## src/rtl/ioddr_cfg_pkg.sv

```systemverilog
package ioddr_cfg_pkg;

    // ~~~~~~~~~~~~~~~~~~~~~~~~~~~~~~~~~~~~~~~~~~~~~~~~~~
    // DDR edge mode and data pair
    // ~~~~~~~~~~~~~~~~~~~~~~~~~~~~~~~~~~~~~~~~~~~~~~~~~~

    typedef enum logic {
        SAME_EDGE     = 1'b0,
        OPPOSITE_EDGE = 1'b1
    } ddr_edge_e;

    // d1 goes out in the high phase, d2 in the low phase
    typedef struct packed {
        logic d1;
        logic d2;
    } ddr_pair_t;

    // cycles from generator pair to aligned received pair
    localparam int LATENCY_SAME     = 2;
    localparam int LATENCY_OPPOSITE = 3;

    // ~~~~~~~~~~~~~~~~~~~~~~~~~~~~~~~~~~~~~~~~~~~~~~~~~~
    // error reporting
    // ~~~~~~~~~~~~~~~~~~~~~~~~~~~~~~~~~~~~~~~~~~~~~~~~~~

    // short stretch so that simulation stays quick
    localparam int STRETCH_CYCLES  = 64;
    localparam int STRETCH_WIDTH   = 7;
    localparam int ERR_COUNT_WIDTH = 16;

    function automatic int loop_latency(input ddr_edge_e mode);
        return (mode == OPPOSITE_EDGE) ? LATENCY_OPPOSITE : LATENCY_SAME;
    endfunction

endpackage

```

## src/rtl/pattern_pkg.sv

```systemverilog
package pattern_pkg;

    // ~~~~~~~~~~~~~~~~~~~~~~~~~~~~~~~~~~~~~~~~~~~~~~~~~~
    // LFSR test pattern
    // ~~~~~~~~~~~~~~~~~~~~~~~~~~~~~~~~~~~~~~~~~~~~~~~~~~

    // register length
    localparam int PATTERN_WIDTH = 16;

    // x^16 + x^14 + x^13 + x^11 + 1, maximal length
    // feedback from bits 15, 13, 12 and 10
    localparam logic [PATTERN_WIDTH-1:0] PATTERN_TAPS = 16'hB400;

    // any nonzero value works, all-zero would lock up
    localparam logic [PATTERN_WIDTH-1:0] PATTERN_SEED = 16'hACE1;

    // shift steps per clock, one per DDR phase
    localparam int PATTERN_STEPS = 2;

endpackage
```

## src/rtl/ddr_error_monitor.sv

```systemverilog
`timescale 1ns/1ps

module ddr_error_monitor
    import ioddr_cfg_pkg::*;
#(
    parameter ddr_edge_e EDGE_MODE = SAME_EDGE
) (
    input  logic                       CLK,
    input  logic                       reset,
    input  ddr_pair_t                  tx_pair,
    input  ddr_pair_t                  rx_pair,
    output logic                       err,
    output logic [ERR_COUNT_WIDTH-1:0] err_count
);

    localparam int LATENCY = loop_latency(EDGE_MODE);

    ddr_pair_t                expect_line [LATENCY];
    ddr_pair_t                expected;
    logic                     mismatch;
    logic [STRETCH_WIDTH-1:0] stretch_cnt;

    // ~~~~~~~~~~~~~~~~~~~~~~~~~~~~~~~~~~~~~~~~~~~~~~~~~~
    // reference delay line
    // ~~~~~~~~~~~~~~~~~~~~~~~~~~~~~~~~~~~~~~~~~~~~~~~~~~

    // matches the loop latency so the last stage lines up with rx_pair
    always_ff @(posedge CLK) begin
        if (reset) begin
            for (int i = 0; i < LATENCY; i++) begin
                expect_line[i] <= '0;
            end
        end else begin
            expect_line[0] <= tx_pair;
            for (int i = 1; i < LATENCY; i++) begin
                expect_line[i] <= expect_line[i-1];
            end
        end
    end

    assign expected = expect_line[LATENCY-1];

    // registered compare
    always_ff @(posedge CLK) begin
        if (reset) begin
            mismatch <= 1'b0;
        end else begin
            mismatch <= (rx_pair != expected);
        end
    end

    // ~~~~~~~~~~~~~~~~~~~~~~~~~~~~~~~~~~~~~~~~~~~~~~~~~~
    // error stretch and count
    // ~~~~~~~~~~~~~~~~~~~~~~~~~~~~~~~~~~~~~~~~~~~~~~~~~~

    // every flag restarts the full hold time
    always_ff @(posedge CLK) begin
        if (reset) begin
            stretch_cnt <= '0;
        end else if (mismatch) begin
            stretch_cnt <= STRETCH_WIDTH'(STRETCH_CYCLES);
        end else if (stretch_cnt != '0) begin
            stretch_cnt <= stretch_cnt - 1'b1;
        end
    end

    assign err = (stretch_cnt != '0);

    // sticks at all ones
    always_ff @(posedge CLK) begin
        if (reset) begin
            err_count <= '0;
        end else if (mismatch && (err_count != '1)) begin
            err_count <= err_count + 1'b1;
        end
    end

endmodule

```

## src/rtl/ddr_pattern_gen.sv

```systemverilog
`timescale 1ns/1ps

module ddr_pattern_gen
    import pattern_pkg::*;
    import ioddr_cfg_pkg::*;
(
    input  logic      CLK,
    input  logic      reset,
    output ddr_pair_t tx_pair
);

    logic [PATTERN_WIDTH-1:0] lfsr;
    logic [PATTERN_WIDTH-1:0] lfsr_next;

    // one Fibonacci shift, new bit enters at the bottom
    function automatic logic [PATTERN_WIDTH-1:0] lfsr_step(
        input logic [PATTERN_WIDTH-1:0] s
    );
        logic fb;
        fb = ^(s & PATTERN_TAPS);
        return {s[PATTERN_WIDTH-2:0], fb};
    endfunction

    // advance once per DDR phase so both bits are fresh
    always_comb begin
        lfsr_next = lfsr;
        for (int i = 0; i < PATTERN_STEPS; i++) begin
            lfsr_next = lfsr_step(lfsr_next);
        end
    end

    always_ff @(posedge CLK) begin
        if (reset) begin
            lfsr <= PATTERN_SEED;
        end else begin
            lfsr <= lfsr_next;
        end
    end

    // bit 1 was shifted in first, so it leads on the pin
    assign tx_pair.d1 = lfsr[1];
    assign tx_pair.d2 = lfsr[0];

endmodule

```

## src/rtl/iddr_model.sv

```systemverilog
`timescale 1ns/1ps

module iddr_model
    import ioddr_cfg_pkg::*;
#(
    parameter ddr_edge_e EDGE_MODE = SAME_EDGE
) (
    input  logic      CLK,
    input  logic      reset,
    input  logic      d,
    output ddr_pair_t rx_pair
);

    logic      cap_fall;
    logic      cap_fall_q;
    logic      cap_rise;
    ddr_pair_t align;

    // ~~~~~~~~~~~~~~~~~~~~~~~~~~~~~~~~~~~~~~~~~~~~~~~~~~
    // pin capture
    // ~~~~~~~~~~~~~~~~~~~~~~~~~~~~~~~~~~~~~~~~~~~~~~~~~~

    // falling edge sees the bit held through the high phase
    always_ff @(negedge CLK) begin
        if (reset) begin
            cap_fall <= 1'b0;
        end else begin
            cap_fall <= d;
        end
    end

    // rising edge sees the low phase bit of the same period
    always_ff @(posedge CLK) begin
        if (reset) begin
            cap_rise <= 1'b0;
        end else begin
            cap_rise <= d;
        end
    end

    // pair both halves up on the rising edge
    always_comb begin
        align.d1 = cap_fall_q;
        align.d2 = cap_rise;
    end

    // falling capture must be held until the rising one lands
    always_ff @(posedge CLK) begin
        if (reset) begin
            cap_fall_q <= 1'b0;
        end else begin
            cap_fall_q <= cap_fall;
        end
    end

    // ~~~~~~~~~~~~~~~~~~~~~~~~~~~~~~~~~~~~~~~~~~~~~~~~~~
    // output stage
    // ~~~~~~~~~~~~~~~~~~~~~~~~~~~~~~~~~~~~~~~~~~~~~~~~~~

    generate
        if (EDGE_MODE == OPPOSITE_EDGE) begin : g_reclock
            ddr_pair_t align_q;

            always_ff @(posedge CLK) begin
                if (reset) begin
                    align_q <= '0;
                end else begin
                    align_q <= align;
                end
            end

            assign rx_pair = align_q;
        end else begin : g_direct
            assign rx_pair = align;
        end
    endgenerate

endmodule

```

## src/rtl/ioddr_tester.sv

```systemverilog
`timescale 1ns/1ps

module ioddr_tester
    import ioddr_cfg_pkg::*;
#(
    parameter ddr_edge_e EDGE_MODE = SAME_EDGE
) (
    input  logic                       CLK,
    input  logic                       reset,
    input  logic                       d,
    output logic                       q,
    output logic                       err,
    output logic [ERR_COUNT_WIDTH-1:0] err_count
);

    ddr_pair_t tx_pair;
    ddr_pair_t rx_pair;

    // ~~~~~~~~~~~~~~~~~~~~~~~~~~~~~~~~~~~~~~~~~~~~~~~~~~
    // transmit side
    // ~~~~~~~~~~~~~~~~~~~~~~~~~~~~~~~~~~~~~~~~~~~~~~~~~~

    ddr_pattern_gen pattern_gen_i (
        .CLK     (CLK),
        .reset   (reset),
        .tx_pair (tx_pair)
    );

    oddr_model #(
        .EDGE_MODE (EDGE_MODE)
    ) oddr_i (
        .CLK     (CLK),
        .reset   (reset),
        .tx_pair (tx_pair),
        .q       (q)
    );

    // ~~~~~~~~~~~~~~~~~~~~~~~~~~~~~~~~~~~~~~~~~~~~~~~~~~
    // receive side and checking
    // ~~~~~~~~~~~~~~~~~~~~~~~~~~~~~~~~~~~~~~~~~~~~~~~~~~

    iddr_model #(
        .EDGE_MODE (EDGE_MODE)
    ) iddr_i (
        .CLK     (CLK),
        .reset   (reset),
        .d       (d),
        .rx_pair (rx_pair)
    );

    // expected pair is tx_pair delayed inside the monitor
    ddr_error_monitor #(
        .EDGE_MODE (EDGE_MODE)
    ) error_monitor_i (
        .CLK       (CLK),
        .reset     (reset),
        .tx_pair   (tx_pair),
        .rx_pair   (rx_pair),
        .err       (err),
        .err_count (err_count)
    );

endmodule

```

## src/rtl/oddr_model.sv

```systemverilog
`timescale 1ns/1ps

module oddr_model
    import ioddr_cfg_pkg::*;
#(
    parameter ddr_edge_e EDGE_MODE = SAME_EDGE
) (
    input  logic      CLK,
    input  logic      reset,
    input  ddr_pair_t tx_pair,
    output logic      q
);

    logic d1_r;
    logic d2_r;
    logic d2_low;
    logic phase_rise;
    logic phase_fall;
    logic phase_high;

    // ~~~~~~~~~~~~~~~~~~~~~~~~~~~~~~~~~~~~~~~~~~~~~~~~~~
    // rising edge capture of both bits
    // ~~~~~~~~~~~~~~~~~~~~~~~~~~~~~~~~~~~~~~~~~~~~~~~~~~

    always_ff @(posedge CLK) begin
        if (reset) begin
            d1_r       <= 1'b0;
            d2_r       <= 1'b0;
            phase_rise <= 1'b0;
        end else begin
            d1_r       <= tx_pair.d1;
            d2_r       <= tx_pair.d2;
            phase_rise <= ~phase_fall;
        end
    end

    // phase flag from registers, the pin never moves before a sampling edge
    always_ff @(negedge CLK) begin
        if (reset) begin
            phase_fall <= 1'b0;
        end else begin
            phase_fall <= phase_rise;
        end
    end

    assign phase_high = phase_rise ^ phase_fall;

    // second bit source for the low phase
    generate
        if (EDGE_MODE == OPPOSITE_EDGE) begin : g_fall_stage
            logic d2_f;

            always_ff @(negedge CLK) begin
                if (reset) begin
                    d2_f <= 1'b0;
                end else begin
                    d2_f <= d2_r;
                end
            end

            assign d2_low = d2_f;
        end else begin : g_rise_only
            assign d2_low = d2_r;
        end
    endgenerate

    assign q = phase_high ? d1_r : d2_low;

endmodule

```

## config.mk

```make
export PLATFORM = sky130hd
export DESIGN_NAME = ioddr_tester
export DESIGN_NICKNAME = d
export VERILOG_FILES = /design/src/rtl/ioddr_cfg_pkg.sv /design/src/rtl/pattern_pkg.sv /design/src/rtl/ddr_error_monitor.sv /design/src/rtl/ddr_pattern_gen.sv /design/src/rtl/iddr_model.sv /design/src/rtl/ioddr_tester.sv /design/src/rtl/oddr_model.sv
export SDC_FILE = /design/constraint.sdc
export NUM_CORES = 1
export LEC_CHECK = 0
export BUFFER_PORTS_ARGS = -buffer_cell sky130_fd_sc_hd__buf_2
export CORE_ASPECT_RATIO = 0.75
export CORE_UTILIZATION = 57
export CTS_BUF_LIST = sky130_fd_sc_hd__clkbuf_8 sky130_fd_sc_hd__clkbuf_16
export DETAILED_ROUTE_END_ITERATION = 12
export PLACE_DENSITY = 0.78
export SYNTH_ARGS = -nofsm -noshare
export SYNTH_HDL_FRONTEND = slang
export SYNTH_HIERARCHICAL = 1
export SYNTH_SLANG_ARGS = --single-unit
```

## constraint.sdc

```tcl
create_clock -name CLK -period 2.2 [get_ports CLK]
set_clock_uncertainty 0.1 [all_clocks]
set_input_delay 0.44 -clock CLK [delete_from_list [all_inputs] [get_ports CLK]]
set_output_delay 0.44 -clock CLK [all_outputs]
set_load 0.01 [all_outputs]
```

==> After elaboration in Yosys (flattened, before gate mapping) <==
Memories as Yosys holds them, arrays and structs flattened.
Cells that the tools add are included.
{ "word_totals": {"ff_bits": 47, "ramBits": 4, "input_bits": 3, "output_inout_bits": 18, "elab_cells": 36, "n_memories": 1} }
{ "mem_list": {"columns": ["memory", "depth", "word_bits", "read_ports", "rd_ports_with_merged_regs", "write_ports", "line_no", "rtl"], "rows": [
  ["error_monitor_i.expect_line", 2, 2, 2, 0, 2, "ddr_error_monitor.sv:18", "ddr_pair_t expect_line [LATENCY];"]
]} }
{ "classes": {"addsub": 2, "n_eq_ne": 2, "mux": 9, "bitwise": 4, "n_reduce_logical": 6} }
{ "op_table": {"columns": ["op", "count"], "rows": [
  ["16-bit XOR reduction", 2],
  ["16-bit by 1-bit adder with 16-bit output (second input constant)", 1],
  ["16-bit inequality test (second input constant)", 1],
  ["7-bit two-way mux", 2],
  ["7-bit nonzero test", 1],
  ["7-bit by 1-bit subtractor with 7-bit output (second input constant)", 1],
  ["1-bit two-way mux", 5],
  ["2-bit two-way mux", 2],
  ["2-bit inequality test", 1],
  ["1-bit OR", 2],
  ["2-bit nonzero test", 1],
  ["2-bit OR reduction", 1],
  ["1-bit logical AND", 1],
  ["1-bit NOT", 1],
  ["1-bit bitwise XOR", 1]
]} }

==> Logic depth before layout (Yosys ltp) <==
Gate-level depths: netlist of the first run.
{ "depth": {"depth_word": 3, "depth_mapped": 5, "ltp_nobuf": 5} }

==> Modules after synthesis <==
The synthesis of the first run kept the hierarchy.
{ "modules_own_cells": {"columns": ["module", "n_inst", "cells_per_inst", "area_per_inst_um2", "seq_area_each_um2"], "rows": [
  ["ddr_error_monitor", 1, 144, 1278.7, 560.5],
  ["ddr_pattern_gen", 1, 41, 490.5, 320.3],
  ["oddr_model", 1, 11, 126.4, 80.1],
  ["iddr_model", 1, 8, 91.3, 60.1]
]} }

==> run metrics, run 1 <==
status=finished with violations; failing checks=setup timing; Seq/Total Area, Yosys=51.4%; P_leak=0.902 nW; Synth Area in Compound Gates=7.93%; Starting Density=60.0%; final instance area=0.00223 mm^2; # IOs=21; crit start category=flip-flop; gp weighted congestion=0.779; Clock transition at path regs=0.09 ns; Worst-Skew Late Latency=0.35 ns; WP data arrival=2.34 ns; slowest CP cell=dfxtp_2; Die ar.=0.00373 mm^2; DRC=0; Core ar.=0.00331 mm^2; Synth Cell Area=0.00199 mm^2; first-pass GRT wire length=5450 um; initial antenna violation count=0; met3 WL=126 um; Max Used Layer=met4; Async S/R FF share, synth=0%; Avg Synthesized Cell Area=9.74 um^2; Most used DFF post-synth=dfxtp_1; via count=1465; Synth Area in Simple Gates=25.3%; FF+latch count, synth=51; CP Cell Sequence=xnor2_2 -> mux2_4 -> buf_6; Required @ worst endpoint=1.66 ns; clk root buf=clkbuf_8; VDD IR-drop max=0.608 mV; delay of the slowest critical-path stage=0.32 ns; YS warnings=6; Die W=70.2 um; GR Util All Layers=19.8%; CP max FO=2; Power Dens Cells=878 mW/mm^2; CTS tree=yes; Syn Inst Count=204; final number of max-transition violations=0; # setup viols final=1; HP Start=reset; largest family of logic cells by synthesized area=simple AND/OR/NAND/NOR gates; Max Buffers Root-to-Sink=2; Crit Path Class=flip-flop to output pin; post-synthesis cell type count=36; Area Growth Syn to Fin=12.2%; CP endpoint kind=output pin; diodes inserted=0; H-tree depth=2; vias in the first global route=1257; IO buf count=20; number of flops mapped to enable cells by yosys=0; Cell Rows=18; DRT iter0 DRCs=106; Clock Sinks=51; Final nets=233; fin worst setup slack=-0.684 ns; placed instance area=0.00214 mm^2; setup_tns=-0.684 ns; FF-to-FF Start=error_monitor_i/err_count[0]$_SDFFE_PP0P_; routed length per instance=12.9 um; layout cells sized above 1=18.4%; Worst Setup SP=oddr_i/phase_fall$_SDFF_NP0_; TritonCTS Buffers=5; Slew HR=68.2%; post-synthesis mux area share=3.21%; largest net degree at the start of global routing=36; Final Hold Viols=0; RSZ-0062 raised after global routing=true; worst slew pin tran=0.473 ns; Detail Placement HPWL=2520 um; GRT Residual Overflow=0; dpl ws=-0.357 ns; postcts setup bufs=0; TritonRoute pass-1 iters=4; Syn Nets=210; XOR/XNOR Fraction of Synth Area=6.17%; HP Class=input pin to flip-flop; DRT Wirelength=3460 um; WL met2=1610 um; number of vias per cell=5.47; Final ANT Viol Nets=0; Die Height=53.1 um; max_cap viols=0; Adder-Cell Fraction of Synth Area=1.89%; Met1 Wirelength=1710 um
-- cells by family after synthesis --
logic type / Yosys count
AOI/OAI and AO/OA: 25
xor gates and xnor gates: 14
adders and majority gates: 3
buffers and inverters: 17
DFF: 51
muxes: 6
and+or+nand+nor: 88
-- cell usage in the layout, fill, tap and decap left out, types with 2 or more instances in the layout --
| cell type | netlist | routed |
|---|---|---|
| a211oi_1 | 2 | 2 |
| a21oi_1 | 12 | 12 |
| buf_2 | 2 | 19 |
| buf_4 | 4 | 5 |
| clkbuf_8 | 0 | 5 |
| dfxtp_1 | 51 | 50 |
| ha_1 | 3 | 3 |
| inv_1 | 8 | 9 |
| mux2_2 | 2 | 2 |
| mux2i_1 | 3 | 3 |
| nand2_1 | 7 | 7 |
| nand3_1 | 6 | 6 |
| nand4_1 | 2 | 2 |
| nor2_1 | 23 | 23 |
| nor2b_1 | 18 | 18 |
| nor3_1 | 5 | 5 |
| nor4_1 | 2 | 2 |
| o21ai_0 | 2 | 2 |
| o31ai_1 | 5 | 5 |
| o41ai_1 | 3 | 3 |
| or2_1 | 7 | 7 |
| or3_1 | 4 | 4 |
| or4_1 | 5 | 5 |
| xnor2_1 | 10 | 9 |
| xor2_1 | 4 | 4 |
-- area by class of cell --
class,count,area (um^2)
Clock buffer,5,68.8
Inverter,6,22.5
Fill cell,287,1080
Tap cell,40,50.0
Multi-Input combinational cell,136,896
Sequential cell,51,1020
Clock inverter,5,26.3
Timing Repair Buffer,25,144
-- report_power, final --
group | internal (mW) | leakage, nW | switching, mW
logic | 0.173 | 0.420 | 0.178
registers | 1.01 | 0.420 | 0.0658
clock network | 0.230 | 0.0609 | 0.301
-- synth_stat cells (2+ instances only) --
cell / number / area [um^2]
nor3_1: 5 / 25.0
nor4_1: 2 / 12.5
or4_1: 5 / 37.5
xnor2_1: 10 / 87.6
o41ai_1: 3 / 26.3
nand4_1: 2 / 12.5
mux2i_1: 3 / 30.0
nand3_1: 6 / 30.0
or2_1: 7 / 43.8
or3_1: 4 / 25.0
o31ai_1: 5 / 37.5
o21ai_0: 2 / 10.0
nor2_1: 23 / 86.3
inv_1: 8 / 30.0
a211oi_1: 2 / 15.0
clkbuf_1: 3 / 11.3
nor2b_1: 18 / 113
mux2_2: 2 / 22.5
ha_1: 3 / 37.5
buf_2: 2 / 10.0
nand2_1: 7 / 26.3
buf_4: 4 / 30.0
a21oi_1: 12 / 60.1
dfxtp_1: 51 / 1020
xor2_1: 4 / 35.0
-- sequential cells by signal, summed over array words and instances, names as in the netlist --
register                     count
error_monitor_i/mismatch         1
error_monitor_i/expect_line      4
iddr_i/cap_fall                  1
oddr_i/phase_rise                1
error_monitor_i/err_count       16
iddr_i/cap_rise                  1
oddr_i/d1_r                      1
pattern_gen_i/lfsr              16
oddr_i/phase_fall                1
error_monitor_i/stretch_cnt      7
oddr_i/d2_low                    1
iddr_i/cap_fall_q                1
-- worst paths after layout --
check / end / slack (ns) / depth (start not counted)
setup reg to reg: error_monitor_i/err_count[14]$_SDFFE_PP0P_ / 0.25 / 5
hold / removal: iddr_i/cap_rise$_DFF_P_ / 0.24 / 2
hold reg to reg: pattern_gen_i/lfsr[6]$_SDFF_PP1_ / 0.31 / 1
setup / recovery: q / -0.68 / 3
-- layer usage --
layer / vias to the layer above / GRT usage (%)
met2: 25 / 30.1
met3: 2 / 8.57
met5: - / 0
met4: 0 / 8.67
li1: 739 / -
met1: 699 / 24.4
-- metrics by stage --
step / std cells / power [mW] / hold WS, ns / utilization, %
after global placement: 260 / 1.43 / 0.289 / 64.5
final: 268 / 1.96 / 0.244 / 67.3
after CTS: 268 / 1.98 / 0.234 / 67.3
after detailed placement: 260 / 1.45 / 0.293 / 64.5
after global routing: 268 / 2.08 / 0.232 / 67.3
after floorplan: 204 / 1.38 / 0.283 / -
-- repair_timing --
item                                    4_1_cts  5_1_grt
hold buffers                                  0        0
endpoints found under the setup margin        1        1
resized for setup                             1        0
pin swaps                                     1        0
-- worst max-delay path, delay by kind of cell (launching register included) --
| family | cells | cell delay (ns) |
|---|---|---|
| DFF | 1 | 0.32 |
| muxes | 1 | 0.32 |
| xor gates and xnor gates | 1 | 0.14 |
| buffers and inverters | 1 | 0.12 |
Power figures use the tool's default switching activity.
==> run 2, diff against run 1 <==
--- a/config.mk
+++ b/config.mk
@@ -6,11 +6,14 @@
 export NUM_CORES = 1
 export LEC_CHECK = 0
 export BUFFER_PORTS_ARGS = -buffer_cell sky130_fd_sc_hd__buf_2
+export CAP_MARGIN = 40
+export CELL_PAD_IN_SITES_DETAIL_PLACEMENT = 0
+export CELL_PAD_IN_SITES_GLOBAL_PLACEMENT = 1
 export CORE_ASPECT_RATIO = 0.75
-export CORE_UTILIZATION = 57
+export CORE_UTILIZATION = 44
 export CTS_BUF_LIST = sky130_fd_sc_hd__clkbuf_8 sky130_fd_sc_hd__clkbuf_16
 export DETAILED_ROUTE_END_ITERATION = 12
-export PLACE_DENSITY = 0.78
+export PLACE_DENSITY_LB_ADDON = 0.1
 export SYNTH_ARGS = -nofsm -noshare
 export SYNTH_HDL_FRONTEND = slang
 export SYNTH_HIERARCHICAL = 1
==> run metrics, run 2 (synthesis results as in run 1) <==
Slew HR=71.4%; Power Dens Cells=901 mW/mm^2; sw frac=25.7%; clock network power share=30.5%; Required @ worst endpoint=1.66 ns; CP max FO=2; Cell Rows=20; fillers=400; Die W=79.6 um; Clock Sinks=51; RSZ-0062 raised after global routing=true; sequential power share=52.3%; Cell Count, Final, Fillers Out=284; TritonRoute pass-1 iters=4; Core ar.=0.00418 mm^2; CP Cell Sequence=xnor2_2 -> mux2_4 -> buf_6; DRT iter0 DRCs=57; hold depth=2; P_sw=527 uW; VDD IR-drop max=0.587 mV; slowest CP cell=dfxtp_2; fin worst setup slack=-0.683 ns; first-pass GRT wire length=5630 um; Hold WS=0.251 ns; commonest cells after routing, fill and taps aside=dfxtp_1 (50), nor2_1 (23), buf_2 (19), nor2b_1 (18), a21oi_1 (12); most common cell after layout, fill and taps aside=dfxtp_1; number of vias per cell=5.14; Seq. cell area=0.00102 mm^2; layout cells sized above 1=18.3%; routed length per instance=12.2 um; worst slew pin tran=0.425 ns; H-tree depth=2; setup_tns=-0.683 ns; Die ar.=0.00479 mm^2; P_int=1.52 mW; gp weighted congestion=0.779; failing checks=setup timing; R2R cell count=5; WP data arrival=2.34 ns; GRT Residual Overflow=0; P_leak=0.910 nW; Final Hold Viols=0; # IOs=21; Final ANT Viol Nets=0; Comb power frac=17.3%; DRC=0; multi-input logic area=896 um^2; setup slack, reg-to-reg=0.15 ns; clk root buf=clkbuf_8; HP Class=input pin to flip-flop; TritonCTS Buffers=5; final number of max-transition violations=0; status=finished with violations; dpl ws=-0.359 ns; GR Util All Layers=15.8%; # setup viols final=1; Crit Path Class=flip-flop to output pin; Starting Density=47.5%; Max Buffers Root-to-Sink=2; initial antenna violation count=0; largest net degree at the start of global routing=26; Power, Total=2.05 mW; delay of the slowest critical-path stage=0.32 ns; DRT Wirelength=3470 um; Die Height=60.2 um; top flop regs=error_monitor_i/err_count (16), pattern_gen_i/lfsr (16), error_monitor_i/stretch_cnt (7); max_cap viols=0; Clock transition at path regs=0.09 ns; vias in the first global route=1271; Detail Placement HPWL=2480 um; CP endpoint kind=output pin; placed cell count=276; CTS tree=yes; crit start category=flip-flop; diodes inserted=0; Worst-Skew Late Latency=0.35 ns; Final nets=234; IO buf count=20; via count=1461; Area Growth Syn to Fin=14.5%
run 2: cell count changes in the layout (fill, tap and decap cells not counted):
cell | previous run | this run
clkinv_1 | 0 | 2
buf_4 | 5 | 6
bufinv_16 | 0 | 1
inv_1 | 9 | 8
inv_4 | 1 | 0
inv_6 | 1 | 0
run 2: repair_timing:
item                       4_1_cts  5_1_grt
pin swaps                        1        0
setup endpoints to repair        1        1
hold buffers                     0        0
setup buffers                    0        0
gates resized for setup          1        0
run 2: power groups by stage:
stage	registers [mW]	clock network (mW)	logic, mW
finish	1.07	0.625	0.354
global route	1.08	0.686	0.402
CTS	1.07	0.647	0.361
detailed placement	1.09	0.0114	0.353
global placement	1.09	0.0114	0.338
floorplan	1.08	0.0114	0.288
run 2: final cells by class:
| type | count | area share, % |
|---|---|---|
| clock inverter | 5 | 1.98 |
| inverter | 6 | 0.990 |
| sequential | 51 | 44.9 |
| clock buffer | 5 | 3.03 |
| timing repair buffer | 26 | 6.66 |
| multi-input combinational | 136 | 39.4 |
| tap | 55 | 3.03 |
run 2: through the flow:
stage | area, um^2 | util, %
after floorplan | 2000 | -
after global placement | 2160 | 51.7
after detailed placement | 2160 | 51.7
after CTS | 2270 | 54.4
after global routing | 2270 | 54.4
final | 2270 | 54.4
run 2: routing by layer:
metal | track usage, % | wire length, um
met5 | 0 | 0
met2 | 22.3 | 1470
met1 | 21.5 | 1800
met3 | 5.50 | 163
met4 | 7.53 | 44
run 2: worst paths after layout:
check / start / endpoint
worst min-delay path: reset / iddr_i/cap_rise$_DFF_P_
worst max register to register: error_monitor_i/err_count[1]$_SDFFE_PP0P_ / error_monitor_i/err_count[14]$_SDFFE_PP0P_
worst max-delay path: oddr_i/phase_fall$_SDFF_NP0_ / q
worst min register to register: pattern_gen_i/lfsr[3]$_SDFF_PP0_ / pattern_gen_i/lfsr[5]$_SDFF_PP1_
run 2: critical path, delay by kind of cell, from the launching register on:
family	cells	cell delay, ns
xor gates and xnor gates	1	0.13
muxes	1	0.32
DFF	1	0.32
buffers and inverters	1	0.12
==> run 3, diff against run 2 <==
--- a/config.mk
+++ b/config.mk
@@ -16,5 +16,4 @@
 export PLACE_DENSITY_LB_ADDON = 0.1
 export SYNTH_ARGS = -nofsm -noshare
 export SYNTH_HDL_FRONTEND = slang
-export SYNTH_HIERARCHICAL = 1
 export SYNTH_SLANG_ARGS = --single-unit
==> run metrics, run 3 <==
slowest CP cell=dfxtp_2; placed cell count=273; WP data arrival=2.35 ns; first-pass GRT wire length=6400 um; Clock transition at path regs=0.09 ns; Final nets=232; status=finished with violations; DRC=0; worst slew pin tran=0.518 ns; HP Start=reset; CP endpoint kind=output pin; synth cell count leaders=dfxtp_1 (46), nor2_1 (20), a21oi_1 (14); Cell Count, Final, Fillers Out=282; Syn Nets=206; DRT Wirelength=3720 um; via count=1464; most common cell after layout, fill and taps aside=dfxtp_1; top-area cell type share of the netlist area=47.3%; max_cap viols=0; GR Util All Layers=17.9%; Avg Synthesized Cell Area=9.73 um^2; final core occ=53.5%; delay-heaviest family, CP=flip-flops; Crit Path Class=flip-flop to output pin; Worst-Skew Late Latency=0.35 ns; top flop regs=error_monitor_i.err_count (16), pattern_gen_i.lfsr (16), error_monitor_i.stretch_cnt (7); commonest cells after routing, fill and taps aside=dfxtp_1 (45), nor2_1 (20), buf_2 (19), a21oi_1 (14), nor2b_1 (12); P_sw=544 uW; Clock Sinks=46; Max Buffers Root-to-Sink=2; IO buf count=20; CP Cell Sequence=xnor2_2 -> mux2_4 -> buf_6; TritonCTS Buffers=5; Comb power frac=19.4%; Required @ worst endpoint=1.66 ns; largest net degree at the start of global routing=48; Starting Density=46.8%; TritonRoute pass-1 iters=4; layout cells sized above 1=23.3%; Seq/Total Area, Yosys=47.3%; number of vias per cell=5.19; CTS tree=yes; gp weighted congestion=0.725; Syn Inst Count=200; count leader, synth=dfxtp_1; Yosys top cell by area=dfxtp_1; ranking of synthesized cells by area=dfxtp_1 (47%), xnor2_1 (4.5%), nor2_1 (3.9%); YS warnings=0; Die W=78.8 um; vias in the first global route=1437; Detail Placement HPWL=2560 um; H-tree depth=2; Worst Setup SP=oddr_i.phase_fall$_SDFF_NP0_; FF+latch count, synth=46; Die ar.=0.00469 mm^2; Cell Rows=20; Final ANT Viol Nets=0; fin worst setup slack=-0.692 ns; sequential power share=51.5%; hold_buf cts=0; HP Class=input pin to flip-flop; Power Dens Cells=841 mW/mm^2; Area Growth Syn to Fin=14.1%; Buf/Inv on CP=1; number of flops mapped to enable cells by yosys=0; crit start category=flip-flop; P_leak=0.971 nW; Core ar.=0.00415 mm^2; VDD IR-drop max=0.450 mV; # IOs=21; Hold WS=0.263 ns; CP max FO=2; P_int=1.32 mW; Synth Cell Area=0.00195 mm^2; Most used DFF post-synth=dfxtp_1; delay of the slowest critical-path stage=0.32 ns; GRT Residual Overflow=0; Slew HR=65.1%; failing checks=setup timing; RSZ-0062 raised after global routing=true; post-synthesis cell type count=40; # setup viols final=1; clock network power share=29.2%; routed length per instance=13.2 um; FF-to-FF Start=error_monitor_i.err_count[0]$_SDFFE_PP0P_; diodes inserted=0; clk root buf=clkbuf_8; Final Hold Viols=0; sw frac=29.1%; Async S/R FF share, synth=0%; final number of max-transition violations=0; Die Height=59.6 um; initial antenna violation count=0; DRT iter0 DRCs=63
run 3: path summary, 6_finish.rpt:
path	to	slack, ns	cells past startpoint
min reg2reg	pattern_gen_i.lfsr[7]$_SDFF_PP1_	0.32	1
min	oddr_i.phase_rise$_SDFF_PP0_	0.26	2
max reg2reg	error_monitor_i.err_count[8]$_SDFFE_PP0P_	0.24	6
max	q	-0.69	3
run 3: worst reg2reg max path: stages (launching register included):
cell and delay, ns:
dfxtp_1 0.40, ha_1 0.26, nand4_2 0.19, nor4_4 0.27
buf_4 0.21, a21oi_1 0.10, mux2_1 0.31
run 3: power by group through the flow:
stage / clock (mW) / sequential, mW / combinational [mW]
after global placement: 0.00854 / 0.977 / 0.346
after CTS: 0.567 / 0.962 / 0.367
after floorplan: 0.00854 / 0.971 / 0.295
after global routing: 0.606 / 0.974 / 0.417
after detailed placement: 0.00854 / 0.981 / 0.360
final: 0.545 / 0.962 / 0.362
run 3: area by class of cell:
| type | count | area, um^2 |
|---|---|---|
| Fill cell | 401 | 1930 |
| Multi-Input combinational cell | 141 | 965 |
| Sequential cell | 46 | 922 |
| Timing Repair Buffer | 25 | 144 |
| Clock buffer | 5 | 68.8 |
| Tap cell | 55 | 68.8 |
| Clock inverter | 5 | 33.8 |
| Inverter | 5 | 18.8 |
run 3: cells by family (layout without fill, tap and decap cells):
group | after synthesis | after routing | share of synthesized area (%)
adder cells (fa/ha/maj) | 3 | 3 | 1.93
multiplexers | 10 | 10 | 5.79
AO/OA/AOI/OAI | 24 | 24 | 7.07
AND/OR/NAND/NOR | 90 | 90 | 27.9
flip-flops | 46 | 46 | 47.3
buffers and inverters | 13 | 40 | 3.67
XOR/XNOR | 14 | 14 | 6.30
run 3: routing by layer:
layer / share of wire (%) / up-vias / track usage [%]
li1: - / 740 / -
met1: 53 / 689 / 24.2
met2: 42 / 29 / 26.8
met3: 4.1 / 6 / 4.77
met4: 1.5 / 0 / 8.20
met5: 0 / - / 0
run 3: repair_timing:
action	in CTS	in global routing
setup buffers	0	0
pin swaps	1	0
endpoints found under the hold margin	0	0
gates resized for setup	1	0
setup endpoints to repair	1	1
cloned	0	0
run 3: through the flow:
| stage | area, um^2 | setup TNS (ns) | setup WS [ns] | power [mW] |
|---|---|---|---|---|
| after floorplan | 1960 | -0.228 | -0.228 | 1.27 |
| after global placement | 2120 | -0.354 | -0.354 | 1.33 |
| after detailed placement | 2120 | -0.369 | -0.369 | 1.35 |
| after CTS | 2220 | -0.713 | -0.713 | 1.90 |
| after global routing | 2220 | -0.741 | -0.741 | 2.00 |
| final | 2220 | -0.692 | -0.692 | 1.87 |
